<file path="src/common/dma_pkg.sv">
// Shared widths, page geometry and payload types for the DMA legalizer
// Request, per-machine state, option and stream payload structs

`default_nettype none

package dma_pkg;

    // ------------------------------------------------------------
    // Geometry
    // ------------------------------------------------------------
    localparam int unsigned DataWidth     = 32;
    localparam int unsigned AddrWidth     = 24;
    localparam int unsigned StrbWidth     = DataWidth / 8;
    localparam int unsigned OffsetWidth   = $clog2(StrbWidth);
    // Page is 256 beats, capped at 4 KiB
    localparam int unsigned PageSize      = (256 * StrbWidth > 4096) ? 4096 : 256 * StrbWidth;
    localparam int unsigned PageAddrWidth = $clog2(PageSize);

    // ------------------------------------------------------------
    // Scalar types
    // ------------------------------------------------------------
    typedef logic [AddrWidth-1:0]     addr_t;
    // One extra bit so a full page fits
    typedef logic [PageAddrWidth:0]   page_len_t;
    typedef logic [OffsetWidth-1:0]   offset_t;
    typedef logic [AddrWidth-1:0]     len_t;
    // AXI style, beats minus one
    typedef logic [7:0]               beats_t;

    // Incoming 1D copy request
    typedef struct packed {
        len_t       length;
        addr_t      src_addr;
        addr_t      dst_addr;
        logic [2:0] src_max_llen;
        logic       src_reduce_len;
        logic       last;
    } dma_req_t;

    // Mutable state of one machine
    typedef struct packed {
        len_t  length;
        addr_t addr;
        logic  valid;
    } mut_tf_t;

    // Options latched with the active transfer
    typedef struct packed {
        logic [2:0] src_max_llen;
        logic       src_reduce_len;
        offset_t    read_shift;
        offset_t    write_shift;
        logic       super_last;
    } tf_opt_t;

    // Read burst, address is word aligned
    typedef struct packed {
        addr_t   addr;
        beats_t  len;
        offset_t offset;
        offset_t tailer;
        offset_t shift;
        logic    is_single;
    } r_req_t;

    // Single-word write
    typedef struct packed {
        addr_t   addr;
        offset_t offset;
        offset_t tailer;
        offset_t shift;
        logic    last;
        logic    super_last;
    } w_req_t;

endpackage

`default_nettype wire

</file>
<file path="src/common/burst_if.sv">
// Valid/ready burst request stream with a busy level
// Payload type is a parameter, so read and write streams share it

`timescale 1ns/1ps
`default_nettype none

interface burst_if #(
    parameter type payload_t = logic
);

    // Source side
    logic     valid;
    payload_t payload;
    // High while the machine holds a live transfer
    logic     busy;

    // Sink side
    logic     ready;

    // Legalizer end
    modport source (
        output valid,
        output payload,
        output busy,
        input  ready
    );

    // Consumer end
    modport sink (
        input  valid,
        input  payload,
        input  busy,
        output ready
    );

endinterface

`default_nettype wire

</file>
<file path="src/hdl/page_splitter.sv">
// Distance in bytes to the next page, burst-length or word boundary
// Purely combinational

`timescale 1ns/1ps
`default_nettype none

module page_splitter #(
    parameter bit          NotBursting = 1'b0,
    parameter int unsigned AddrWidth   = dma_pkg::AddrWidth
) (
    input  wire  dma_pkg::addr_t     addr_i,
    input  wire  logic [2:0]         max_llen_i,
    input  wire  logic               reduce_len_i,
    output dma_pkg::page_len_t       bytes_to_pb_o
);

    import dma_pkg::*;

    page_len_t             word_bytes;
    page_len_t             page_bytes;
    page_len_t             block_bytes;
    logic [AddrWidth-1:0]  block_size;
    logic [AddrWidth-1:0]  block_off;

    always_comb begin
        // Bytes left in the current data word
        word_bytes  = page_len_t'(StrbWidth) - page_len_t'(addr_i[OffsetWidth-1:0]);

        // Bytes left in the current page
        page_bytes  = page_len_t'(PageSize) - page_len_t'(addr_i[PageAddrWidth-1:0]);

        // Aligned block of StrbWidth << max_llen bytes
        block_size  = AddrWidth'(StrbWidth) << max_llen_i;
        block_off   = AddrWidth'(addr_i) & (block_size - 1'b1);
        // Block never exceeds a page, so the cut is safe
        block_bytes = page_len_t'(block_size - block_off);

        if (NotBursting) begin
            // One word per request
            bytes_to_pb_o = word_bytes;
        end else if (reduce_len_i && (block_bytes < page_bytes)) begin
            // Reduced burst length wins when closer
            bytes_to_pb_o = block_bytes;
        end else begin
            bytes_to_pb_o = page_bytes;
        end
    end

endmodule

`default_nettype wire

</file>
<file path="src/legalizer/legalizer_out.sv">
// Read and write payload build from the legalizer state
// Drives valid, payload and busy of both streams

`timescale 1ns/1ps
`default_nettype none

module legalizer_out (
    input  wire  dma_pkg::mut_tf_t   r_tf_i,
    input  wire  dma_pkg::mut_tf_t   w_tf_i,
    input  wire  dma_pkg::tf_opt_t   opt_i,
    input  wire  dma_pkg::page_len_t r_num_bytes_i,
    input  wire  dma_pkg::page_len_t w_num_bytes_i,
    input  wire  logic               w_done_i,
    input  wire  logic               r_en_i,
    input  wire  logic               w_en_i,
    burst_if.source                  r_if,
    burst_if.source                  w_if
);

    import dma_pkg::*;

    offset_t   r_offset;
    offset_t   w_offset;
    // Bytes plus leading offset, spans the beats touched
    page_len_t r_span;
    page_len_t w_span;

    assign r_offset = r_tf_i.addr[OffsetWidth-1:0];
    assign w_offset = w_tf_i.addr[OffsetWidth-1:0];
    assign r_span   = r_num_bytes_i + page_len_t'(r_offset);
    assign w_span   = w_num_bytes_i + page_len_t'(w_offset);

    // ------------------------------------------------------------
    // Read stream
    // ------------------------------------------------------------
    always_comb begin
        r_if.payload.addr      = {r_tf_i.addr[AddrWidth-1:OffsetWidth], {OffsetWidth{1'b0}}};
        // Last byte index in words
        r_if.payload.len       = beats_t'((r_span - 1'b1) >> OffsetWidth);
        r_if.payload.offset    = r_offset;
        r_if.payload.tailer    = offset_t'(r_span);
        r_if.payload.shift     = opt_i.read_shift;
        r_if.payload.is_single = (r_num_bytes_i <= page_len_t'(StrbWidth));
    end

    assign r_if.valid = r_tf_i.valid & r_en_i;
    assign r_if.busy  = r_tf_i.valid;

    // ------------------------------------------------------------
    // Write stream
    // ------------------------------------------------------------
    always_comb begin
        w_if.payload.addr       = {w_tf_i.addr[AddrWidth-1:OffsetWidth], {OffsetWidth{1'b0}}};
        w_if.payload.offset     = w_offset;
        w_if.payload.tailer     = offset_t'(w_span);
        w_if.payload.shift      = opt_i.write_shift;
        // Final word of this 1D transfer
        w_if.payload.last       = w_done_i;
        w_if.payload.super_last = opt_i.super_last;
    end

    assign w_if.valid = w_tf_i.valid & w_en_i;
    assign w_if.busy  = w_tf_i.valid;

endmodule

`default_nettype wire

</file>
<file path="src/legalizer/legalizer_core.sv">
// Legalizer core: read, write and option state
// Boundary checks for both machines, refill, kill and flow control

`timescale 1ns/1ps
`default_nettype none

module legalizer_core #(
    parameter int unsigned DataWidth = dma_pkg::DataWidth,
    parameter int unsigned AddrWidth = dma_pkg::AddrWidth
) (
    input  wire  logic              clk_i,
    input  wire  logic              rst_n_i,
    input  wire  dma_pkg::dma_req_t req_i,
    input  wire  logic              valid_i,
    output logic                    ready_o,
    input  wire  logic              flush_i,
    input  wire  logic              kill_i,
    burst_if.source                 r_if,
    burst_if.source                 w_if
);

    import dma_pkg::*;

    // Byte offset width of the data word
    localparam int unsigned OffW = $clog2(DataWidth / 8);

    // State
    mut_tf_t   r_tf_d, r_tf_q;
    mut_tf_t   w_tf_d, w_tf_q;
    tf_opt_t   opt_d,  opt_q;

    // Boundary distances
    page_len_t r_bytes_pb;
    page_len_t w_bytes_pb;

    // Bytes in the burst on offer
    page_len_t r_num_bytes;
    page_len_t w_num_bytes;
    logic      r_done;
    logic      w_done;

    // Emit and register enables
    logic      r_en;
    logic      w_en;

    // ------------------------------------------------------------
    // Boundary checks
    // ------------------------------------------------------------
    // Read side bursts up to a page
    page_splitter #(
        .NotBursting (1'b0),
        .AddrWidth   (AddrWidth)
    ) u_read_splitter (
        .addr_i        (r_tf_q.addr),
        .max_llen_i    (opt_q.src_max_llen),
        .reduce_len_i  (opt_q.src_reduce_len),
        .bytes_to_pb_o (r_bytes_pb)
    );

    // OBI write side, one word at a time
    page_splitter #(
        .NotBursting (1'b1),
        .AddrWidth   (AddrWidth)
    ) u_write_splitter (
        .addr_i        (w_tf_q.addr),
        .max_llen_i    (3'd0),
        .reduce_len_i  (1'b0),
        .bytes_to_pb_o (w_bytes_pb)
    );

    // ------------------------------------------------------------
    // Next state
    // ------------------------------------------------------------
    always_comb begin
        r_tf_d = r_tf_q;
        w_tf_d = w_tf_q;
        opt_d  = opt_q;
        r_done = 1'b0;
        w_done = 1'b0;

        // Read machine: cut at boundary or finish
        if (r_tf_q.length > len_t'(r_bytes_pb)) begin
            r_num_bytes   = r_bytes_pb;
            r_tf_d.length = r_tf_q.length - len_t'(r_bytes_pb);
            r_tf_d.addr   = r_tf_q.addr + addr_t'(r_bytes_pb);
        end else begin
            r_num_bytes   = r_tf_q.length[PageAddrWidth:0];
            r_tf_d.valid  = 1'b0;
            r_done        = 1'b1;
        end

        // Write machine, same rule with word boundary
        if (w_tf_q.length > len_t'(w_bytes_pb)) begin
            w_num_bytes   = w_bytes_pb;
            w_tf_d.length = w_tf_q.length - len_t'(w_bytes_pb);
            w_tf_d.addr   = w_tf_q.addr + addr_t'(w_bytes_pb);
        end else begin
            w_num_bytes   = w_tf_q.length[PageAddrWidth:0];
            w_tf_d.valid  = 1'b0;
            w_done        = 1'b1;
        end

        // Kill drops whatever is active
        if (kill_i) begin
            r_tf_d = '0;
            w_tf_d = '0;
            r_done = 1'b1;
            w_done = 1'b1;
        end

        // Refill both machines and the options
        if (ready_o && valid_i) begin
            r_tf_d = '{length: req_i.length, addr: req_i.src_addr, valid: 1'b1};
            w_tf_d = '{length: req_i.length, addr: req_i.dst_addr, valid: 1'b1};
            opt_d  = '{
                src_max_llen:   req_i.src_max_llen,
                src_reduce_len: req_i.src_reduce_len,
                // Split shifters: align on read, realign on write
                read_shift:     offset_t'(req_i.src_addr[OffW-1:0]),
                write_shift:    offset_t'(-req_i.dst_addr[OffW-1:0]),
                super_last:     req_i.last
            };
        end
    end

    // ------------------------------------------------------------
    // Flow control
    // ------------------------------------------------------------
    // Machines advance independently, OBI writes never couple
    assign r_en    = r_if.ready & ~flush_i;
    assign w_en    = w_if.ready & ~flush_i;

    // New request only once both machines are on their last burst
    assign ready_o = r_done & w_done & r_if.ready & w_if.ready & ~flush_i;

    // ------------------------------------------------------------
    // State registers
    // ------------------------------------------------------------
    always_ff @(posedge clk_i) begin
        if (!rst_n_i) begin
            r_tf_q <= '0;
            w_tf_q <= '0;
            opt_q  <= '0;
        end else begin
            opt_q <= opt_d;
            if (r_en || kill_i) begin
                r_tf_q <= r_tf_d;
            end
            if (w_en || kill_i) begin
                w_tf_q <= w_tf_d;
            end
        end
    end

    // Payload build and stream drive
    legalizer_out u_out (
        .r_tf_i        (r_tf_q),
        .w_tf_i        (w_tf_q),
        .opt_i         (opt_q),
        .r_num_bytes_i (r_num_bytes),
        .w_num_bytes_i (w_num_bytes),
        .w_done_i      (w_done),
        .r_en_i        (r_en),
        .w_en_i        (w_en),
        .r_if          (r_if),
        .w_if          (w_if)
    );

endmodule

`default_nettype wire

</file>
<file path="src/hdl/dma_legalizer_top.sv">
// DMA legalizer top level with plain ports
// Packs the request, holds both stream interfaces, fans out the payloads

`timescale 1ns/1ps
`default_nettype none

module dma_legalizer_top #(
    parameter int unsigned DataWidth = dma_pkg::DataWidth,
    parameter int unsigned AddrWidth = dma_pkg::AddrWidth
) (
    input  wire  logic             clk_i,
    input  wire  logic             rst_n_i,
    // Request
    input  wire  logic             req_valid_i,
    output logic                   req_ready_o,
    input  wire  dma_pkg::len_t    req_length_i,
    input  wire  dma_pkg::addr_t   req_src_addr_i,
    input  wire  dma_pkg::addr_t   req_dst_addr_i,
    input  wire  logic [2:0]       req_src_max_llen_i,
    input  wire  logic             req_src_reduce_len_i,
    input  wire  logic             req_last_i,
    // Control
    input  wire  logic             flush_i,
    input  wire  logic             kill_i,
    // Read bursts
    output logic                   r_valid_o,
    input  wire  logic             r_ready_i,
    output dma_pkg::addr_t         r_addr_o,
    output dma_pkg::beats_t        r_len_o,
    output dma_pkg::offset_t       r_offset_o,
    output dma_pkg::offset_t       r_tailer_o,
    output dma_pkg::offset_t       r_shift_o,
    output logic                   r_single_o,
    output logic                   r_busy_o,
    // Write words
    output logic                   w_valid_o,
    input  wire  logic             w_ready_i,
    output dma_pkg::addr_t         w_addr_o,
    output dma_pkg::offset_t       w_offset_o,
    output dma_pkg::offset_t       w_tailer_o,
    output dma_pkg::offset_t       w_shift_o,
    output logic                   w_last_o,
    output logic                   w_super_last_o,
    output logic                   w_busy_o
);

    import dma_pkg::*;

    dma_req_t req;

    burst_if #(.payload_t(r_req_t)) u_r_if ();
    burst_if #(.payload_t(w_req_t)) u_w_if ();

    assign req = '{
        length:         req_length_i,
        src_addr:       req_src_addr_i,
        dst_addr:       req_dst_addr_i,
        src_max_llen:   req_src_max_llen_i,
        src_reduce_len: req_src_reduce_len_i,
        last:           req_last_i
    };

    legalizer_core #(
        .DataWidth (DataWidth),
        .AddrWidth (AddrWidth)
    ) u_core (
        .clk_i   (clk_i),
        .rst_n_i (rst_n_i),
        .req_i   (req),
        .valid_i (req_valid_i),
        .ready_o (req_ready_o),
        .flush_i (flush_i),
        .kill_i  (kill_i),
        .r_if    (u_r_if),
        .w_if    (u_w_if)
    );

    // Sink side of the read stream
    assign u_r_if.ready = r_ready_i;
    assign r_valid_o    = u_r_if.valid;
    assign r_addr_o     = u_r_if.payload.addr;
    assign r_len_o      = u_r_if.payload.len;
    assign r_offset_o   = u_r_if.payload.offset;
    assign r_tailer_o   = u_r_if.payload.tailer;
    assign r_shift_o    = u_r_if.payload.shift;
    assign r_single_o   = u_r_if.payload.is_single;
    assign r_busy_o     = u_r_if.busy;

    // Sink side of the write stream
    assign u_w_if.ready   = w_ready_i;
    assign w_valid_o      = u_w_if.valid;
    assign w_addr_o       = u_w_if.payload.addr;
    assign w_offset_o     = u_w_if.payload.offset;
    assign w_tailer_o     = u_w_if.payload.tailer;
    assign w_shift_o      = u_w_if.payload.shift;
    assign w_last_o       = u_w_if.payload.last;
    assign w_super_last_o = u_w_if.payload.super_last;
    assign w_busy_o       = u_w_if.busy;

endmodule

`default_nettype wire

</file>
<file path="config.mk">
export PLATFORM = sky130hd
export DESIGN_NAME = dma_legalizer_top
export DESIGN_NICKNAME = d
export VERILOG_FILES = /design/src/common/dma_pkg.sv /design/src/common/burst_if.sv /design/src/hdl/page_splitter.sv /design/src/legalizer/legalizer_out.sv /design/src/legalizer/legalizer_core.sv /design/src/hdl/dma_legalizer_top.sv
export SDC_FILE = /design/constraint.sdc
export NUM_CORES = 1
export LEC_CHECK = 0
export ABC_AREA = 1
export BUFFER_PORTS_ARGS = -buffer_cell sky130_fd_sc_hd__buf_2
export CAP_MARGIN = 30
export CORE_AREA = 3 3 170 172
export CTS_CLUSTER_DIAMETER = 150
export CTS_CLUSTER_SIZE = 8
export DETAILED_ROUTE_END_ITERATION = 10
export DIE_AREA = 0 0 173 175
export SKIP_CTS_REPAIR_TIMING = 1
export SLEW_MARGIN = 20
export SYNTH_ARGS = -nofsm -noshare
export SYNTH_HDL_FRONTEND = slang
export SYNTH_SLANG_ARGS = --single-unit
</file>
<file path="constraint.sdc">
create_clock -name clk_i -period 6.11 [get_ports clk_i]
set_input_delay 0.9165 -clock clk_i [delete_from_list [all_inputs] [get_ports clk_i]]
set_output_delay 0.9165 -clock clk_i [all_outputs]
set_load 0.02 [all_outputs]
</file>
==> out/qor.csv <==
stage,metric,value,unit
sta,rsz0062_at_grt,true,
cts,clock_latency,0.37,ns
sta,maxSlewViolCount,0,
global_route,grt_first_pass_wirelength,48.41,mm
routing,viasPerCell,4.927,
routing,routed_wl,30.06,mm
cts,htreeDepth,3,
die,rows,61,
routing,vias,10030,
layout,final_nets,1779,
yosys,ys_ff_latch,107,
placement,dp.final_hpwl,22.68,mm
layout,final_cell_mix,"272 x nand2_1, 148 x inv_1, 146 x buf_2, 116 x nor2_1, 113 x buf_4",
yosys,yosysUniqueCellTypes,53,
cts,tritoncts,yes,
power,pwr-share-seq,0.171,
global_route,grt_pass1_vias,9377,
sta,period_minus_slack,6.545,ns
setup_path,worstPathRequired,5.19,ns
layout,final_layout_size_suffix_gt1_frac,0.2957,
layout,synthToLayoutAreaGrowth,25.56,%
die,io_pins,160,
global_route,gr-total-overflow,0,
routing,drtIter0Drc,609,
cts,clkSinkCount,107,
yosys,ys_seq_area_frac,0.2243,
routing,drc_errors,0,
global_route,grt_usage,0.1921,
cts,clk_pin_slew,0.09,ns
global_route,grt_max_degree,71,
setup_path,crit_type,flop to output pin,
placement,gp_congestion,0.8602,
power,power.switching,2.739,mW
cts,cts.path.max_buffers,2,
placement,port_buffers,155,
min_path,hold_class,flop to flop,
setup_path,path_common_cell,nand2_4,
cts,clockRootBuffer,clkbuf_16,
layout,diodes,0,
cts,cts_made_buffers,9,
sta,skew,0.01610,ns
sta,fmax,152.8,MHz
yosys,syn_avg_cell_area,6.470,um2
sta,tightest_slew,0.7522,ns
routing,dr.pass1.iters,5,
run_status,status,finished with violations,
setup_path,path_max_fanout,8,
power,p_leak,5.528,nW
power,netSwitchingFraction,0.4943,
sta,max_slew_margin,0.4985,
run_status,violations,setup timing,
setup_path,crit_path_start_kind,flop,
die,core,27630,um2
power,ir_drop,227.1,uV
yosys,syn_inst,1476,
yosys,yosysWarnings,0,
sta,worst_slack,-0.4346,ns
run,cap_violations,0,
sta,fin_hold_ws,0.4642,ns
setup_path,slowest_stage,fa_2,
global_route,antenna_found_initial,0,
die,dieWidth,173,um
power,intPower,2.802,mW
power,p_clk_frac,0.118,
sta,fin_crit_sh,1.071,
power,power.share.combinational,0.711,
setup_path,critical_path_arrival,5.63,ns
power,powerDensity,462.1,nW/um2
die,initial_core_util,0.3457,
routing,avgRoutedWirePerCell,14.77,um
routing,ant_nets,0,
yosys,synth_area,9550,um2
setup_path,crit_path_end_kind,output pin,
layout,layout_commonest_cell,nand2_1,
die,dieArea,30280,um2
setup_path,cp_slowest_stage_delay,0.46,ns
sta,setup_viol,9,
power,p_total,5.541,mW
sta,hold_viol_final,0,
die,fp.dieH,175,um
-- synth_stat cells (all sizes together) --
cell / count / share of area
a2111oi: 1 / 0.0029
a211oi: 5 / 0.0039
a21boi: 1 / 0.0012
a21o: 2 / 0.0016
a21oi: 133 / 0.077
a31oi: 5 / 0.0033
and3: 3 / 0.0020
buf: 95 / 0.072
clkbuf: 16 / 0.0063
conb: 1 / 0.00039
dfxtp: 107 / 0.22
fa: 3 / 0.0063
ha: 40 / 0.052
inv: 183 / 0.072
nand2: 327 / 0.14
nand3: 82 / 0.047
nand3b: 1 / 0.00079
nand4: 12 / 0.0079
nor2: 130 / 0.056
nor3: 22 / 0.012
nor4: 8 / 0.0052
o2111ai: 1 / 0.00092
o211ai: 1 / 0.00079
o21a: 3 / 0.0024
o21ai: 144 / 0.078
o21bai: 9 / 0.0075
o221ai: 1 / 0.00092
o22ai: 38 / 0.025
o31ai: 1 / 0.00079
or2: 12 / 0.0079
or3: 1 / 0.00066
xnor2: 24 / 0.022
xor2: 64 / 0.059
-- routing by layer --
metal  global-route usage  vias up  wire length [um]
met1               0.2635     4653             14130
li1                     -     5111                 -
met5                    0        -                 0
met3              0.03477       18              1483
met2               0.3202      245             14160
met4              0.03311        0               280
-- worst paths after layout --
check                   from          endpoint  slack, ns  cells after the start
max          u_core.opt_q[8]        r_len_o[6]      -0.43                     40
min          u_core.opt_q[4]   u_core.opt_q[4]       0.46                      2
max reg2reg  u_core.opt_q[8]  u_core.r_tf_q[2]       0.49                     37
min reg2reg  u_core.opt_q[4]   u_core.opt_q[4]       0.46                      2
-- worst max-delay path: cells and delay by family (launching register included) --
kind,cells,cell delay (ns)
and+or+nand+nor,21,2.03
adders and majority gates,5,1.39
AOI/OAI and AO/OA,5,0.72
buffers and inverters,8,0.52
DFF,1,0.41
xor gates and xnor gates,1,0.20
-- power groups by stage --
stage	clock (mW)	combinational, mW	sequential [mW]
3_3_place_gp	0	3.51	0.956
2_1_floorplan	0	2.54	0.932
6_report	0.656	3.94	0.948
3_5_place_dp	0	3.55	0.959
4_1_cts	0.679	3.57	0.943
5_1_grt	0.706	4.35	0.964
-- sequential cells by signal, summed over array words and instances (netlist names) --
register       cells
u_core.r_tf_q     49
u_core.w_tf_q     49
u_core.opt_q       9
-- cell type report --
cell class              instances  area, um2
fillers                      2943      15640
multi-input cells            1078       6591
flip-flops and latches        107       2158
repair buffers                273       1730
inverters                     183      709.4
well taps                     378      473.0
clock buffers                   9      225.2
clock inverters                 7      103.9
-- kinds of logic (layout without fill, tap and decap cells) --
kind of cell             after synthesis  after routing  share of synthesized area
AND/OR/NAND/NOR                      598            598                     0.2794
adder cells (fa/ha/maj)               43             43                    0.05869
flip-flops                           107            107                     0.2243
XOR/XNOR                              88             88                    0.08070
buffers and inverters                294            472                     0.1509
other                                  1              4                  0.0003927
AO/OA/AOI/OAI                        345            345                     0.2056
-- per-stage QoR --
stage / setup slack (ns) / cell area, um2 / utilization / setup TNS, ns / instances
2_1_floorplan: -0.1681 / 9798 / - / -0.6504 / 1479
3_3_place_gp: -0.1237 / 11050 / 0.4001 / -0.3900 / 2003
3_5_place_dp: -0.2138 / 11050 / 0.4001 / -0.7766 / 2003
4_1_cts: -0.6308 / 11380 / 0.4120 / -3.914 / 2019
5_1_grt: -0.8554 / 11990 / 0.4340 / -6.809 / 2035
6_report: -0.4346 / 11990 / 0.4340 / -2.680 / 2035
Note: power is estimated with default switching activity, not from simulation.
